## src/viterbi_defines.svh

```systemverilog
`ifndef VITERBI_DEFINES_SVH
`define VITERBI_DEFINES_SVH

// code geometry
`define MAX_CONSTR_LEN  9       // polynomial taps, K up to 9
`define MAX_CODE_RATE   3       // output bits per info bit, rate 1/3 max
`define STATE_REG_NUM   8       // shift register bits, K - 1 at K = 9

// radix-4 trellis scan
`define RADIX           4       // two info bits per branch
`define TABLE_DEPTH     1024    // radix * 2^(K-1) at K = 9
`define TABLE_ADDR_W    10      // {state, pair} address width

// run length counter
`define NUM_BITS_W      16      // encode run length width

// constraint length codes for code_cfg_t.constr_len
`define CONSTR_K3       2'd0
`define CONSTR_K5       2'd1
`define CONSTR_K7       2'd2
`define CONSTR_K9       2'd3

// table mode scan sizes, one entry per {state, pair}
`define SCAN_LAST_K3    10'd15   // 4 * 4 - 1
`define SCAN_LAST_K5    10'd63   // 4 * 16 - 1

`endif

```

## src/viterbi_pkg.sv

```systemverilog
`include "viterbi_defines.svh"

package viterbi_pkg;

    // run mode, picked at each start
    typedef enum logic
    {
        MODE_ENCODE = 1'b0,   // one code word per info bit
        MODE_TABLE  = 1'b1    // walk every radix-4 branch
    } codec_mode_e;

    // per-run code configuration, 30 bits
    typedef struct packed
    {
        logic                                             code_rate;  // 0 = 1/2, 1 = 1/3
        logic [1:0]                                       constr_len; // K = 3, 5, 7, 9
        logic [`MAX_CODE_RATE-1:0][`MAX_CONSTR_LEN-1:0]   gen_poly;   // bit 0 taps newest bit
    } code_cfg_t;

    // trellis scan index, also the branch table address
    typedef struct packed
    {
        logic [`STATE_REG_NUM-1:0]     state;   // start state of the branch
        logic [$clog2(`RADIX)-1:0]     pair;    // two info bits, minor
    } scan_idx_t;

    // one radix-4 branch, 16 bits
    typedef struct packed
    {
        logic [$clog2(`RADIX)-1:0]     pair;    // input pair, bit 0 first
        logic [`STATE_REG_NUM-1:0]     state;   // start state
        logic [`MAX_CODE_RATE-1:0]     second;  // code word of second step
        logic [`MAX_CODE_RATE-1:0]     first;   // code word of first step
    } branch_entry_t;

endpackage

```

## src/codec_ctrl.sv

```systemverilog
`include "viterbi_defines.svh"

module codec_ctrl
(
    input  logic                        clk,
    input  logic                        rst,
    input  logic                        i_start,       // run strobe taken only while idle
    input  viterbi_pkg::codec_mode_e    i_mode,
    input  viterbi_pkg::code_cfg_t      i_cfg,
    input  logic [`NUM_BITS_W-1:0]      i_num_bits,    // encode run length
    input  logic                        i_bit_valid,
    input  logic                        i_bit,
    input  logic                        i_last_write,  // entry strobe from encoder
    output viterbi_pkg::code_cfg_t      o_cfg,         // latched config
    output logic                        o_clear,       // encoder state clear
    output logic                        o_enc_valid,
    output logic                        o_enc_bit,
    output logic                        o_scan_valid,
    output viterbi_pkg::scan_idx_t      o_scan_idx,
    output logic                        o_busy,
    output logic                        o_done
);
    import viterbi_pkg::*;

    typedef enum logic [1:0]
    {
        ST_IDLE,
        ST_ENCODE,
        ST_SCAN,
        ST_DRAIN
    } ctrl_state_e;

    ctrl_state_e                state;
    logic [`NUM_BITS_W-1:0]     last_bit;       // run length minus one
    logic [`NUM_BITS_W-1:0]     bit_cnt;        // accepted info bits
    logic [`TABLE_ADDR_W-1:0]   scan_cnt;       // {state, pair} walk
    logic [`TABLE_ADDR_W-1:0]   scan_last;      // last index for latched K
    logic                       entry_seen;     // last entry strobe went by
    logic                       start_ok;

    assign start_ok     = (state == ST_IDLE) && i_start;   // start ignored while busy
    assign o_clear      = start_ok;                        // state is zero the cycle after start
    assign o_enc_valid  = (state == ST_ENCODE) && i_bit_valid; // idle bits dropped
    assign o_enc_bit    = i_bit;
    assign o_scan_valid = (state == ST_SCAN);
    assign o_scan_idx   = scan_idx_t'(scan_cnt);           // pair-minor order
    assign o_busy       = (state != ST_IDLE);

    // 4 * 2^(K-1) branches
    always_comb
    begin
        case (o_cfg.constr_len)
            `CONSTR_K3: scan_last = `SCAN_LAST_K3;
            `CONSTR_K5: scan_last = `SCAN_LAST_K5;
            `CONSTR_K7: scan_last = 10'd255;
            default:    scan_last = `TABLE_ADDR_W'(`TABLE_DEPTH - 1);
        endcase
    end

    always_ff @(posedge clk or negedge rst)
    begin
        if (!rst)
        begin
            state      <= ST_IDLE;
            o_cfg      <= '0;
            last_bit   <= '0;
            bit_cnt    <= '0;
            scan_cnt   <= '0;
            entry_seen <= 1'b0;
            o_done     <= 1'b0;
        end
        else
        begin
            o_done <= 1'b0;                                 // single cycle pulse
            case (state)
                ST_IDLE:
                begin
                    if (start_ok)
                    begin
                        o_cfg      <= i_cfg;
                        last_bit   <= i_num_bits - 1'b1;
                        bit_cnt    <= '0;
                        scan_cnt   <= '0;
                        entry_seen <= 1'b0;
                        state      <= (i_mode == MODE_TABLE) ? ST_SCAN : ST_ENCODE;
                    end
                end
                ST_ENCODE:
                begin
                    if (i_bit_valid)
                    begin
                        bit_cnt <= bit_cnt + 1'b1;
                        if (bit_cnt == last_bit)
                        begin
                            o_done <= 1'b1;                 // lines up with last code word
                            state  <= ST_IDLE;
                        end
                    end
                end
                ST_SCAN:
                begin
                    scan_cnt <= scan_cnt + 1'b1;            // one index per cycle
                    if (scan_cnt == scan_last)
                        state <= ST_DRAIN;
                end
                ST_DRAIN:
                begin
                    if (entry_seen)
                    begin
                        o_done <= 1'b1;                     // one cycle after last write
                        state  <= ST_IDLE;
                    end
                    else if (i_last_write)
                        entry_seen <= 1'b1;                 // table writes on this edge
                end
                default: state <= ST_IDLE;
            endcase
        end
    end

    // scan never steps past the last branch of the latched K
    a_scan_range: assert property (@(posedge clk) disable iff (!rst)
        o_scan_valid |-> (scan_cnt <= scan_last));

    // done always closes a run
    a_done_busy: assert property (@(posedge clk) disable iff (!rst)
        o_done |-> $past(o_busy));

endmodule

```

## config.mk

```make
export PLATFORM = sky130hd
export DESIGN_NAME = codec_ctrl
export DESIGN_NICKNAME = d
export VERILOG_FILES = /design/src/viterbi_pkg.sv /design/src/codec_ctrl.sv
export VERILOG_INCLUDE_DIRS = /design/src /design/src/src
export SDC_FILE = /design/constraint.sdc
export NUM_CORES = 1
export LEC_CHECK = 0
export BUFFER_PORTS_ARGS = -buffer_cell sky130_fd_sc_hd__buf_4
export CORE_ASPECT_RATIO = 0.6
export CORE_MARGIN = 3
export CORE_UTILIZATION = 56
export DETAILED_ROUTE_END_ITERATION = 6
export PLACE_DENSITY_LB_ADDON = 0.3
export SYNTH_ARGS = -nofsm -noshare
export SYNTH_HDL_FRONTEND = slang
export SYNTH_SLANG_ARGS = --single-unit
```

## constraint.sdc

```tcl
create_clock -name clk -period 2.7 [get_ports clk]
set_input_delay 0.405 -clock clk [delete_from_list [all_inputs] [get_ports clk]]
set_output_delay 0.405 -clock clk [all_outputs]
set_load 0.02 [all_outputs]
```

==> reports/metrics.csv <==
metric,value,unit
cts.path.max_buffers,2,
crit_path_top_delay_cell,dfrtp_1,
postCtsHoldBufs,0,
fp.coreArea,6193,um2
wl_met1,4.200,mm
boundaryPins,99,
start_util,58.75,%
yosys-top-cells-area,"dfrtp_1 52%, nand2_1 11%, xor2_1 6.5%, nor2_1 3.7%, xnor2_1 3.6%",
status,"finished, final reports clean",
startpoint_type,flip-flop,
nNetsFinal,544,
power.leakage,0.002274,uW
yosysWarnings,0,
synth_cells,396,
antenna_found_initial,0,
cts_tree,yes,
drtPass1Iterations,4,
grt_max_degree,77,
slowest_delay,440,ps
synth.yosys.seq_area_share,52.27,%
maxSlewViolCount,0,
rr_endpoint,bit_cnt[14],
fin_crit,2036,ps
setup-tns-final,0,ps
port_buffers,96,
crit_fanout,11,
n_antenna_cell,0,
place_congestion,0.8531,
grtUsageTotal,25.83,%
finalHoldViolCount,0,
vias,3145,
min_period_over_period,75.42,%
wl_per_cell,15.47,um
yosys.area.top_type,dfrtp_1,
timing.rr.start,state[0],
power_density,949.9,nW/um2
top_layer,met4,
finalCoreUtilization,73.98,%
relSlewSlack,37.73,%
path_class,reg2out,
finalSetupViolCount,0,
vias_per_cell,5.451,
routed_wirelength,8.925,mm
crit_chain,"inv_1, nand2_1, inv_1, buf_4",
cts_setup_buffers,0,
clockRootBuffer,clkbuf_8,
arrival,1630,ps
worst_pin_slew,934.0,ps
clk_latency,350,ps
synth_cell_type_count,40,
htreeDepth,3,
drtAntennaViolNets,0,
path_delay_family,buffers and inverters,
wl_met2,3.846,mm
ir_worst_vdd,525.7,uV
avgSynthCellArea,9.188,um2
final_common_cell,nand2_1,
drc,0,
clock.fmax,491.0,MHz
grt_overflow,0,
die_w,110.1,um
row_count,22,
hpwlAfterDp,6.593,mm
total_power,4352,uW
syn_area,3638,um2
cts_sinks,76,
syn_to_final_growth,25.93,%
drv_cap,0,
r2r_cells,8,
die_area,7532,um2
crit_path_start,state[0],
postCtsResizedCells,0,
path_clk_slew,90,ps
endpoint_kind,output pin,
synth_nets,452,
drive_gt1_share,25.76,%
layout_common_cells,"109 x nand2_1, 99 x buf_4, 76 x dfrtp_1, 36 x nor2_1, 27 x xor2_1",
min_path_type,in2async,
dr_wl_met3,823,um
synth_seq_cells,76,
grt_pass1_wl,14.63,mm
finalClockSkew,11.72,ps
rsz0062_at_grt,false,
critPathRequiredTime,2300,ps
drt-initial-drc-count,190,
synth_top_area_share,52.27,%
die_height,68.44,um
grt_pass1_vias,2923,
worst-path-buf-inv,3,
reg2reg_slack,790,ps
numCtsBuffers,9,
crit_top_cell,inv_1,
cells in the mapped netlist:
master and n:
a22o_1 1, dfrtp_1 76, mux2i_1 1, clkbuf_1 12
o211ai_1 3, o21ai_2 2, inv_1 8, nor2_1 36
nand2_1 109, and3_1 5, nor4_4 1, buf_1 2
nand3_1 8, buf_6 2, buf_2 1, or3_1 4
inv_2 1, o21ai_1 2, or4_4 3, xor2_1 27
o21ai_0 15, ha_1 3, a31oi_1 5, mux2_2 1
o2111a_1 1, or4_1 3, and3b_1 1, nand4_1 12
nor3_1 5, o2111ai_1 1, nor4_1 5, a32o_1 1
xnor2_1 15, o31ai_1 1, a21oi_1 16, a32oi_1 1
buf_4 1, or4b_1 1, or2_2 3, nor3_2 1
power breakdown:
| part | switching, uW | total (uW) | internal (uW) | leakage (uW) |
|---|---|---|---|---|
| Sequential | 352 | 1890 | 1530 | 0.000966 |
| Clock | 462 | 808 | 346 | 0.0000868 |
| Combinational | 959 | 1660 | 700 | 0.00122 |
cell families (layout without fill, tap and decap cells):
| kind of cell | Yosys count | in the layout | synth area share (%) |
|---|---|---|---|
| buffers and inverters | 27 | 124 | 3.335 |
| and+or+nand+nor | 197 | 197 | 24.66 |
| xor gates and xnor gates | 42 | 42 | 10.11 |
| DFF | 76 | 76 | 52.27 |
| adders and majority gates | 3 | 3 | 1.032 |
| muxes | 2 | 2 | 0.5846 |
| AOI/OAI and AO/OA | 49 | 49 | 8.013 |
metal layers:
metal,track usage (%),up-vias
li1,-,1511
met5,0,-
met4,6.065,0
met1,38.92,1504
met3,8.294,5
met2,36.10,125
how the worst max path moves through the flow:
stage | to | cells past startpoint
2_1_floorplan | o_clear | 6
3_3_place_gp | last_bit[12] | 8
3_5_place_dp | last_bit[12] | 8
4_1_cts | o_scan_valid | 4
5_1_grt | o_scan_valid | 4
6_report | o_scan_valid | 4
layout make-up:
cell class	instances	area (um2)
Inverter	9	33.78
Multi-Input combinational cell	293	1615
Clock inverter	7	58.81
Clock buffer	9	123.9
Timing Repair Buffer	99	743.2
Sequential cell	76	1902
Tap cell	84	105.1
Fill cell	468	1612
metrics by stage:
stage | std cells | instance area (um2) | setup slack [ps] | hold WS (ps)
floorplan | 396 | 3638 | 624.6 | 109.4
global placement | 561 | 4399 | 516.4 | 459.3
detailed placement | 561 | 4399 | 461.7 | 463.7
CTS | 577 | 4582 | 670.5 | 219.7
global route | 577 | 4582 | 550.1 | 218.1
finish | 577 | 4582 | 663.5 | 195.2
flip-flops by register name, indices dropped and copies added (netlist names):
name and cells:
o_scan_idx 10, last_bit 16, o_cfg 30, entry_seen 1
o_done 1, bit_cnt 16, state 2
worst reg2reg max path: cells and delay by family (launching register included):
family	cells	cell delay (ps)
simple gates	4	750
buf+inv	2	250
compound gates	1	220
xor+xnor	1	160
flops	1	440
Power figures use the tool's default switching activity.
