==> src/viterbi_defines.svh <==
`ifndef VITERBI_DEFINES_SVH
`define VITERBI_DEFINES_SVH

// code geometry
`define MAX_CONSTR_LEN  9       // polynomial taps, K up to 9
`define MAX_CODE_RATE   3       // output bits per info bit, rate 1/3 max
`define STATE_REG_NUM   8       // shift register bits, K - 1 at K = 9

// radix-4 trellis scan
`define RADIX           4       // two info bits per branch
`define TABLE_DEPTH     1024    // radix * 2^(K-1) at K = 9
`define TABLE_ADDR_W    10      // {state, pair} address width

// run length counter
`define NUM_BITS_W      16      // encode run length width

// constraint length codes for code_cfg_t.constr_len
`define CONSTR_K3       2'd0
`define CONSTR_K5       2'd1
`define CONSTR_K7       2'd2
`define CONSTR_K9       2'd3

// table mode scan sizes, one entry per {state, pair}
`define SCAN_LAST_K3    10'd15   // 4 * 4 - 1
`define SCAN_LAST_K5    10'd63   // 4 * 16 - 1

`endif

==> src/viterbi_pkg.sv <==
`include "viterbi_defines.svh"

package viterbi_pkg;

    // run mode, picked at each start
    typedef enum logic
    {
        MODE_ENCODE = 1'b0,   // one code word per info bit
        MODE_TABLE  = 1'b1    // walk every radix-4 branch
    } codec_mode_e;

    // per-run code configuration, 30 bits
    typedef struct packed
    {
        logic                                             code_rate;  // 0 = 1/2, 1 = 1/3
        logic [1:0]                                       constr_len; // K = 3, 5, 7, 9
        logic [`MAX_CODE_RATE-1:0][`MAX_CONSTR_LEN-1:0]   gen_poly;   // bit 0 taps newest bit
    } code_cfg_t;

    // trellis scan index, also the branch table address
    typedef struct packed
    {
        logic [`STATE_REG_NUM-1:0]     state;   // start state of the branch
        logic [$clog2(`RADIX)-1:0]     pair;    // two info bits, minor
    } scan_idx_t;

    // one radix-4 branch, 16 bits
    typedef struct packed
    {
        logic [$clog2(`RADIX)-1:0]     pair;    // input pair, bit 0 first
        logic [`STATE_REG_NUM-1:0]     state;   // start state
        logic [`MAX_CODE_RATE-1:0]     second;  // code word of second step
        logic [`MAX_CODE_RATE-1:0]     first;   // code word of first step
    } branch_entry_t;

endpackage

==> src/conv_encoder.sv <==
`include "viterbi_defines.svh"

module conv_encoder
(
    input  logic                            clk,
    input  logic                            rst,
    input  viterbi_pkg::code_cfg_t          i_cfg,          // latched run config
    input  logic                            i_clear,        // zero the shift state
    input  logic                            i_enc_valid,
    input  logic                            i_enc_bit,
    input  logic                            i_scan_valid,
    input  viterbi_pkg::scan_idx_t          i_scan_idx,
    output logic                            o_code_valid,
    output logic [`MAX_CODE_RATE-1:0]       o_code,         // encode mode code word
    output logic                            o_entry_valid,
    output viterbi_pkg::branch_entry_t      o_entry         // table mode branch
);
    import viterbi_pkg::*;

    logic [`STATE_REG_NUM-1:0]      enc_state;      // past info bits with bit 0 newest
    logic [`MAX_CONSTR_LEN-1:0]     enc_window;     // state plus new bit
    logic [`MAX_CONSTR_LEN-1:0]     first_window;   // branch step one
    logic [`MAX_CONSTR_LEN-1:0]     second_window;  // branch step two
    logic [`MAX_CODE_RATE-1:0]      enc_word;
    logic [`MAX_CODE_RATE-1:0]      first_word;
    logic [`MAX_CODE_RATE-1:0]      second_word;

    // each output bit is the parity of the tapped window
    function automatic logic [`MAX_CODE_RATE-1:0] code_word
    (
        input code_cfg_t                    cfg,
        input logic [`MAX_CONSTR_LEN-1:0]   window
    );
        logic [`MAX_CODE_RATE-1:0] word;
        for (int i = 0; i < `MAX_CODE_RATE; i++)
        begin
            word[i] = ^(window & cfg.gen_poly[i]);  // taps above K are zero from caller
        end
        if (!cfg.code_rate)
            word[`MAX_CODE_RATE-1] = 1'b0;          // rate 1/2 drops the third bit
        return word;
    endfunction

    assign enc_window    = {enc_state, i_enc_bit};
    // first step appends pair bit 0
    assign first_window  = {i_scan_idx.state, i_scan_idx.pair[0]};
    // second step shifts once more and appends pair bit 1
    assign second_window = {i_scan_idx.state[`STATE_REG_NUM-2:0],
                            i_scan_idx.pair[0], i_scan_idx.pair[1]};

    assign enc_word    = code_word(i_cfg, enc_window);
    assign first_word  = code_word(i_cfg, first_window);
    assign second_word = code_word(i_cfg, second_window);

    // shift state and strobes
    always_ff @(posedge clk or negedge rst)
    begin
        if (!rst)
        begin
            enc_state     <= '0;
            o_code_valid  <= 1'b0;
            o_entry_valid <= 1'b0;
        end
        else
        begin
            if (i_clear)
                enc_state <= '0;                    // fresh run
            else if (i_enc_valid)
                enc_state <= {enc_state[`STATE_REG_NUM-2:0], i_enc_bit};
            o_code_valid  <= i_enc_valid;           // word one cycle after bit
            o_entry_valid <= i_scan_valid;          // entry one cycle after index
        end
    end

    // payload registers
    always_ff @(posedge clk)
    begin
        if (i_enc_valid)
            o_code <= enc_word;
        if (i_scan_valid)
        begin
            o_entry.pair   <= i_scan_idx.pair;
            o_entry.state  <= i_scan_idx.state;
            o_entry.second <= second_word;
            o_entry.first  <= first_word;
        end
    end

    // control never mixes an encode bit with a scan index
    a_strobe_excl: assert property (@(posedge clk) disable iff (!rst)
        !(i_enc_valid && i_scan_valid));

    // a valid code word is never unknown
    a_code_known: assert property (@(posedge clk) disable iff (!rst)
        o_code_valid |-> !$isunknown(o_code));

endmodule

==> config.mk <==
export PLATFORM = sky130hd
export DESIGN_NAME = conv_encoder
export DESIGN_NICKNAME = d
export VERILOG_FILES = /design/src/viterbi_pkg.sv /design/src/conv_encoder.sv
export VERILOG_INCLUDE_DIRS = /design/src /design/src/src
export SDC_FILE = /design/constraint.sdc
export NUM_CORES = 1
export LEC_CHECK = 0
export BUFFER_PORTS_ARGS = -buffer_cell sky130_fd_sc_hd__buf_2
export CORE_ASPECT_RATIO = 1.4
export CORE_MARGIN = 3
export CORE_UTILIZATION = 50
export CTS_CLUSTER_DIAMETER = 40
export DETAILED_ROUTE_END_ITERATION = 12
export GPL_TIMING_DRIVEN = 0
export PLACE_DENSITY_LB_ADDON = 0.08
export REMOVE_ABC_BUFFERS = 1
export SLEW_MARGIN = 10
export SYNTH_ARGS = -nofsm -noshare
export SYNTH_HDL_FRONTEND = slang
export SYNTH_SLANG_ARGS = --single-unit
==> constraint.sdc <==
create_clock -name clk -period 1.6 [get_ports clk]
set_input_delay 0.08 -clock clk [delete_from_list [all_inputs] [get_ports clk]]
set_output_delay 0.08 -clock clk [all_outputs]
set_load 0.02 [all_outputs]
==> key figures, run 1 <==
Detailed routing
  • Total number of vias: around 1.6k
  • Post-Route WL: 4758 um
  • DRT iter0 DRCs: 85
  • Residual DRC: 0
  • Routed Antenna Nets: 0
  • Vias per inst: around 5.2
  • Drt pass-1 iters: 4
  • Drt wl/cell: 15.50 um

Logic synthesis
  • Area leader, netlist: edfxtp_1
  • Synth area leaders: edfxtp_1 29%, nand2_1 15%, dfrtp_1 13%, xnor2_1 12%, xnor3_1 10%
  • Post-synth top cells: 82 x nand2_1, 28 x xnor2_1, 19 x edfxtp_1
  • Most frequent cell after synthesis: nand2_1
  • #FFs+latches synth: 29
  • Seq/Total Area, Yosys: 41.23%
  • Synth Instances: 194
  • Mapped cell area: 0.001991 mm^2
  • Mean Syn Cell Area: 10.26 um^2
  • Synth top area share: 28.66%
  • FFs w/ async S/R, synth: 34.48%
  • Main synth FF type: edfxtp_1
  • Synth unique cells: 14
  • Post-synth EDFFs: 19
  • Yosys warning count: 0

STA
  • Least-Margin Pin Slew: 0.4240 ns
  • RSZ-0062 raised after global routing: no
  • Total negative slack: 0 ns
  • Final worst slack: 0.09818 ns
  • Period Utilization, post-route: a little over nine tenths
  • Clock period minus worst slack: 1.502 ns
  • Clock Skew: 0.004052 ns
  • Fin. Hold Viols: 0
  • FMAX: ~670 MHz
  • Slew Limit Fails: 0
  • Hold Slack: approximately 0.034 ns
  • Finish-stage setup viols: 0
  • Slew HR: 71.74%

Final layout
  • Non-Filler Instances: 307
  • Final net count: 310
  • Layout cell share with drive strength beyond 1: just under 30%
  • N_diodes: 0
  • Area Growth Syn to Fin: 24.64%

Global route
  • Global Route met2 Usage: 39.39%
  • Met1 usage: between 20% and 30%
  • Number of global-route vias before repair: 1529
  • Largest net degree at the start of global routing: 18
  • GRT busiest layer: met2
  • Gr usage total: approximately 22%
  • Global-route wire length before repair: about 7600 um
  • Initial antenna violation count: 0
  • M3 GR Usage: 4.019%
  • GR Overflow Total: 0

Placed design
  • Final RePlAce weighted congestion: 0.8513
  • Cells after DPL: 298
  • Post-Place Setup Slack: 0.09104 ns
  • # port buffers: 64
  • DP HPWL: 3566 um

Floorplanning
  • Row Count: 26
  • Die X: 59.33 um
  • Die outline area: 0.004785 mm^2
  • Starting Density: 53.21%
  • # IOs: 67
  • Core area: 0.003741 mm^2
  • Die height: approximately 81 um

Critical path
  • CP Max Fanout: 5
  • Worst endpoint required time: 1.63 ns
  • Worst path arrival time: 1.54 ns
  • Startpoint types: flip-flop
  • WS Path Type: reg -> reg
  • Critical Path End Type: flip-flop

CTS
  • Worst-path clk slew: approximately 0.07 ns
  • Max Root-Sink Buffers: 2
  • Root Driver: clkbuf_8
  • CTS tree: yes
  • CTS buffer count: 5
  • CTS Sinks: 29
  • Clock latency on the worst-skew pair: 0.29 ns
  • H-tree Lvls: 2

Hold path
  • Worst hold path class: in -> reg

Power
  • PwrDens: 912.9 mW/mm^2
  • Lkg Pwr: 1.207 nW
  • Peak supply drop: 0.0006901 V

Run status
  • Status: completed

Run
  • Max-Cap Viols: 0
## registers in the layout (all words and copies together), names as in the netlist
| signal | count |
|---|---|
| o_entry | 16 |
| o_code | 3 |
| enc_state | 8 |
| o_code_valid | 1 |
| o_entry_valid | 1 |
## report_power, final
group | switching, W | internal (W)
Sequential | 0.0000187 | 0.000893
Combinational | 0.000309 | 0.000291
Clock | 0.000309 | 0.000444
## logic make-up (layout without fill, tap and decap cells)
kind of cell / after synthesis / after routing / share of synthesized area, %
XOR/XNOR: 57 / 57 / 34.32
multiplexers: 11 / 11 / 5.531
AND/OR/NAND/NOR: 95 / 95 / 18.54
flip-flops: 29 / 29 / 41.23
buffers and inverters: 2 / 73 / 0.3768
## worst paths after layout
path / startpoint / endpoint / slack (ns) / cells past startpoint
min reg2reg: enc_state[6]$_DFFE_PN0P_ / enc_state[6]$_DFFE_PN0P_ / 0.61 / 2
max reg2reg: enc_state[5]$_DFFE_PN0P_ / o_code[0]$_DFFE_PP_ / 0.1 / 4
min: i_scan_idx[9] / o_entry[13]$_DFFE_PP_ / 0.03 / 1
min in group asynchronous: rst / enc_state[0]$_DFFE_PN0P_ / 0.17 / 2
max: enc_state[5]$_DFFE_PN0P_ / o_code[0]$_DFFE_PP_ / 0.1 / 4
max in group asynchronous: rst / enc_state[6]$_DFFE_PN0P_ / 1.22 / 2
## per-layer routing
metal / wire [um] / vias to the layer above
met1: 1886 / 744
met2: 2480 / 67
met4: 68 / 0
met3: 322 / 7
li1: - / 769
met5: 0 / -
## layout by cell type, fill, tap and decap left out
master         netlist  routed
clkbuf_8             0       6
xnor2_2              2       2
mux2i_1             11      11
dfrtp_1             10       9
xor2_1              15      15
dfrtp_2              0       1
nand2b_1             3       3
dlygate4sd3_1        0       1
xor3_1               3       3
inv_4                0       1
nand2_1             82      82
buf_2                0      64
xnor2_1             28      28
xnor3_1              9       9
nor2_1               8       8
nand2_2              2       2
clkbuf_16            0       1
edfxtp_1            19      19
## repair_timing
action                                  CTS  global route
hold buffers                              1             0
hold endpoints to repair                 10             0
endpoints found under the setup margin    0             1
resized for setup                         0             1
setup buffers                             0             0
## stage by stage
step	utilization [%]	cell area, um^2	total power, W
after floorplan	-	1983	0.001315
after global placement	62.98	2356	0.001521
after detailed placement	62.98	2356	0.001529
after CTS	66.29	2480	0.002284
after global routing	66.32	2481	0.002377
final	66.32	2481	0.002265
## cell type report
cell class / instances / area [um^2]
Fill cell: 323 / 1260
Clock buffer: 7 / 107.6
Sequential cell: 29 / 822.0
Timing Repair Buffer: 65 / 330.3
Tap cell: 42 / 52.55
Multi-Input combinational cell: 163 / 1162
Clock inverter: 1 / 6.256
## worst max-delay path, stage by stage, from the launching register on
cell and delay, ns:
dfrtp_1 0.45, nand2_1 0.10, xnor2_1 0.20, xnor2_1 0.16
xnor3_1 0.33
Power figures use the tool's default switching activity.
==> run 2: changes to the inputs <==
--- a/config.mk
+++ b/config.mk
@@ -14,7 +14,7 @@
 export DETAILED_ROUTE_END_ITERATION = 12
 export GPL_TIMING_DRIVEN = 0
 export PLACE_DENSITY_LB_ADDON = 0.08
-export REMOVE_ABC_BUFFERS = 1
+export SETUP_SLACK_MARGIN = 0.2
 export SLEW_MARGIN = 10
 export SYNTH_ARGS = -nofsm -noshare
 export SYNTH_HDL_FRONTEND = slang
==> key figures, run 2 (synthesized netlist as in run 1, its figures left out) <==
Detailed routing
  • Drt wl/cell: 15.03 um
  • Residual DRC: 0
  • DRT iter0 DRCs: 73
  • Drt pass-1 iters: 4
  • Vias per inst: 5.197
  • Routed Antenna Nets: 0
  • Post-Route WL: between 4000 and 5000 um
  • Total number of vias: 1658

Floorplanning
  • Core area: 0.003741 mm^2
  • Row Count: 26
  • Die outline area: 0.004785 mm^2
  • Die X: 59.33 um
  • Die height: a little over 80 um
  • Starting Density: roughly 53%
  • # IOs: 67

Final layout
  • # fillers: approximately 270
  • Commonest non-fill, non-tap cell in the layout: nand2_1
  • Top reg by flops: o_entry
  • Register area: 829.5 um^2
  • Regs by FF count: o_entry x16, enc_state x8, o_code x3
  • N_diodes: 0
  • Layout cell share with drive strength beyond 1: 38.99%
  • Max reg flops: 16
  • Most frequent cells in the layout: 74 x nand2_1, 63 x buf_2, 23 x xnor2_1, 19 x edfxtp_1, 13 x xor2_1
  • Footprint of the multi-input gates: 0.001240 mm^2
  • Final net count: around 320
  • Area Growth Syn to Fin: 32.43%
  • Non-Filler Instances: 319

Global route
  • Gr usage total: 20.71%
  • Initial antenna violation count: 0
  • Number of global-route vias before repair: between 1.5k and 2k
  • Largest net degree at the start of global routing: 18
  • Global-route wire length before repair: a little over 7000 um
  • GR Overflow Total: 0

STA
  • FMAX: 669.4 MHz
  • Period Utilization, post-route: 93.37%
  • RSZ-0062 raised after global routing: yes
  • Least-Margin Pin Slew: ~0.40 ns
  • Clock period minus worst slack: 1.494 ns
  • Slew HR: 73.52%
  • Fin. Hold Viols: 0
  • Total negative slack: 0 ns
  • Finish-stage setup viols: 0
  • Hold Slack: 0.03537 ns
  • Clock Skew: 0.002152 ns
  • Slew Limit Fails: 0

Run status
  • Status: completed

CTS
  • Clock latency on the worst-skew pair: 0.29 ns
  • CTS tree: yes
  • Worst-path clk slew: 0.06 ns
  • CTS buffer count: 5
  • Root Driver: clkbuf_8
  • Max Root-Sink Buffers: 2
  • CTS Sinks: 29
  • H-tree Lvls: 2

Hold path
  • Hold_sp: i_scan_idx[1]
  • Worst hold path class: in -> reg

Power
  • Peak supply drop: 0.0007015 V
  • PwrDens: 804.2 mW/mm^2
  • Lkg Pwr: between 1 and 1.5 nW

Critical path
  • WS Path Type: reg -> reg
  • Delay of the slowest cell on the worst path: 0.42 ns
  • CP Cell Sequence: nand2_1 -> xnor2_1 -> xnor3_1 -> mux2i_1
  • Critical path's slowest cell: dfrtp_2
  • Worst r2r src: enc_state[3]$_DFFE_PN0P_
  • Critical path launch point: enc_state[3]$_DFFE_PN0P_
  • Worst endpoint required time: between 1.5 and 2 ns
  • Critical Path End Type: flip-flop
  • CP Max Fanout: 5
  • Crit path max-delay family: XOR/XNOR gates
  • Worst path arrival time: approximately 1.5 ns
  • Startpoint types: flip-flop
  • Buf/Inv on CP: 0

Placed design
  • Cells after DPL: about 300
  • DP HPWL: 3489 um
  • # port buffers: 63
  • Final RePlAce weighted congestion: approximately 0.9

Run
  • Max-Cap Viols: 0

Logic synthesis
  • Syn nets: 240
[run 2: what timing repair did]
item | in CTS | in global routing
hold endpoints to repair | 11 | 0
pin swaps | 0 | 12
buffers inserted | 1 | 10
resized for setup | 5 | 20
endpoints found under the setup margin | 3 | 11
hold buffers | 2 | 0
cloned | 0 | 0
[run 2: final timing paths]
| path | cells after the start | to | slack, ns |
|---|---|---|---|
| setup / recovery | 4 | o_code[2]$_SDFFCE_PN0P_ | 0.11 |
| hold / removal | 1 | o_entry[15]$_DFFE_PP_ | 0.04 |
| setup reg to reg | 4 | o_code[2]$_SDFFCE_PN0P_ | 0.11 |
| hold reg to reg | 2 | enc_state[2]$_DFFE_PN0P_ | 0.61 |
| max in group asynchronous | 2 | enc_state[0]$_DFFE_PN0P_ | 1.22 |
| min in group asynchronous | 2 | enc_state[1]$_DFFE_PN0P_ | 0.18 |
[run 2: worst register-to-register path, cell delays in order, from the launching register on]
cell and delay, ns:
dfrtp_2 0.42, nand2_1 0.09, xnor2_1 0.24, xnor3_1 0.37, mux2i_1 0.13
[run 2: area by class of cell]
| cell class | count | share of cell area [%] |
|---|---|---|
| clock inverters | 3 | 0.6170 |
| plain buffers | 1 | 0.1424 |
| well taps | 42 | 1.993 |
| repair buffers | 76 | 16.14 |
| multi-input cells | 163 | 47.03 |
| flip-flops and latches | 29 | 31.47 |
| clock buffers | 5 | 2.610 |
[run 2: layer usage]
metal / share of wire, % / routed length [um] / global-route usage [%] / up-vias
li1: - / - / - / 786
met1: 40 / 1905 / 24.23 / 801
met2: 52 / 2479 / 34.25 / 63
met3: 6.9 / 331 / 5.788 / 8
met4: 1.7 / 80 / 9.524 / 0
met5: 0 / 0 / 0 / -
[run 2: stage by stage]
step	area [um^2]	power, W	util (%)	setup WS, ns
after floorplan	1991	0.001322	-	0.2215
after global placement	2359	0.001521	63.04	0.07582
after detailed placement	2359	0.001526	63.04	0.07102
after CTS	2479	0.002118	66.25	0.1262
after global routing	2636	0.002226	70.47	0.06336
final	2636	0.002120	70.47	0.1061
[run 2: report_power, final]
group | total, W | internal [W] | switching [W]
Clock | 0.000585 | 0.000300 | 0.000286
Sequential | 0.000910 | 0.000894 | 0.0000164
Combinational | 0.000624 | 0.000306 | 0.000319
Total | 0.00212 | 0.00150 | 0.000621
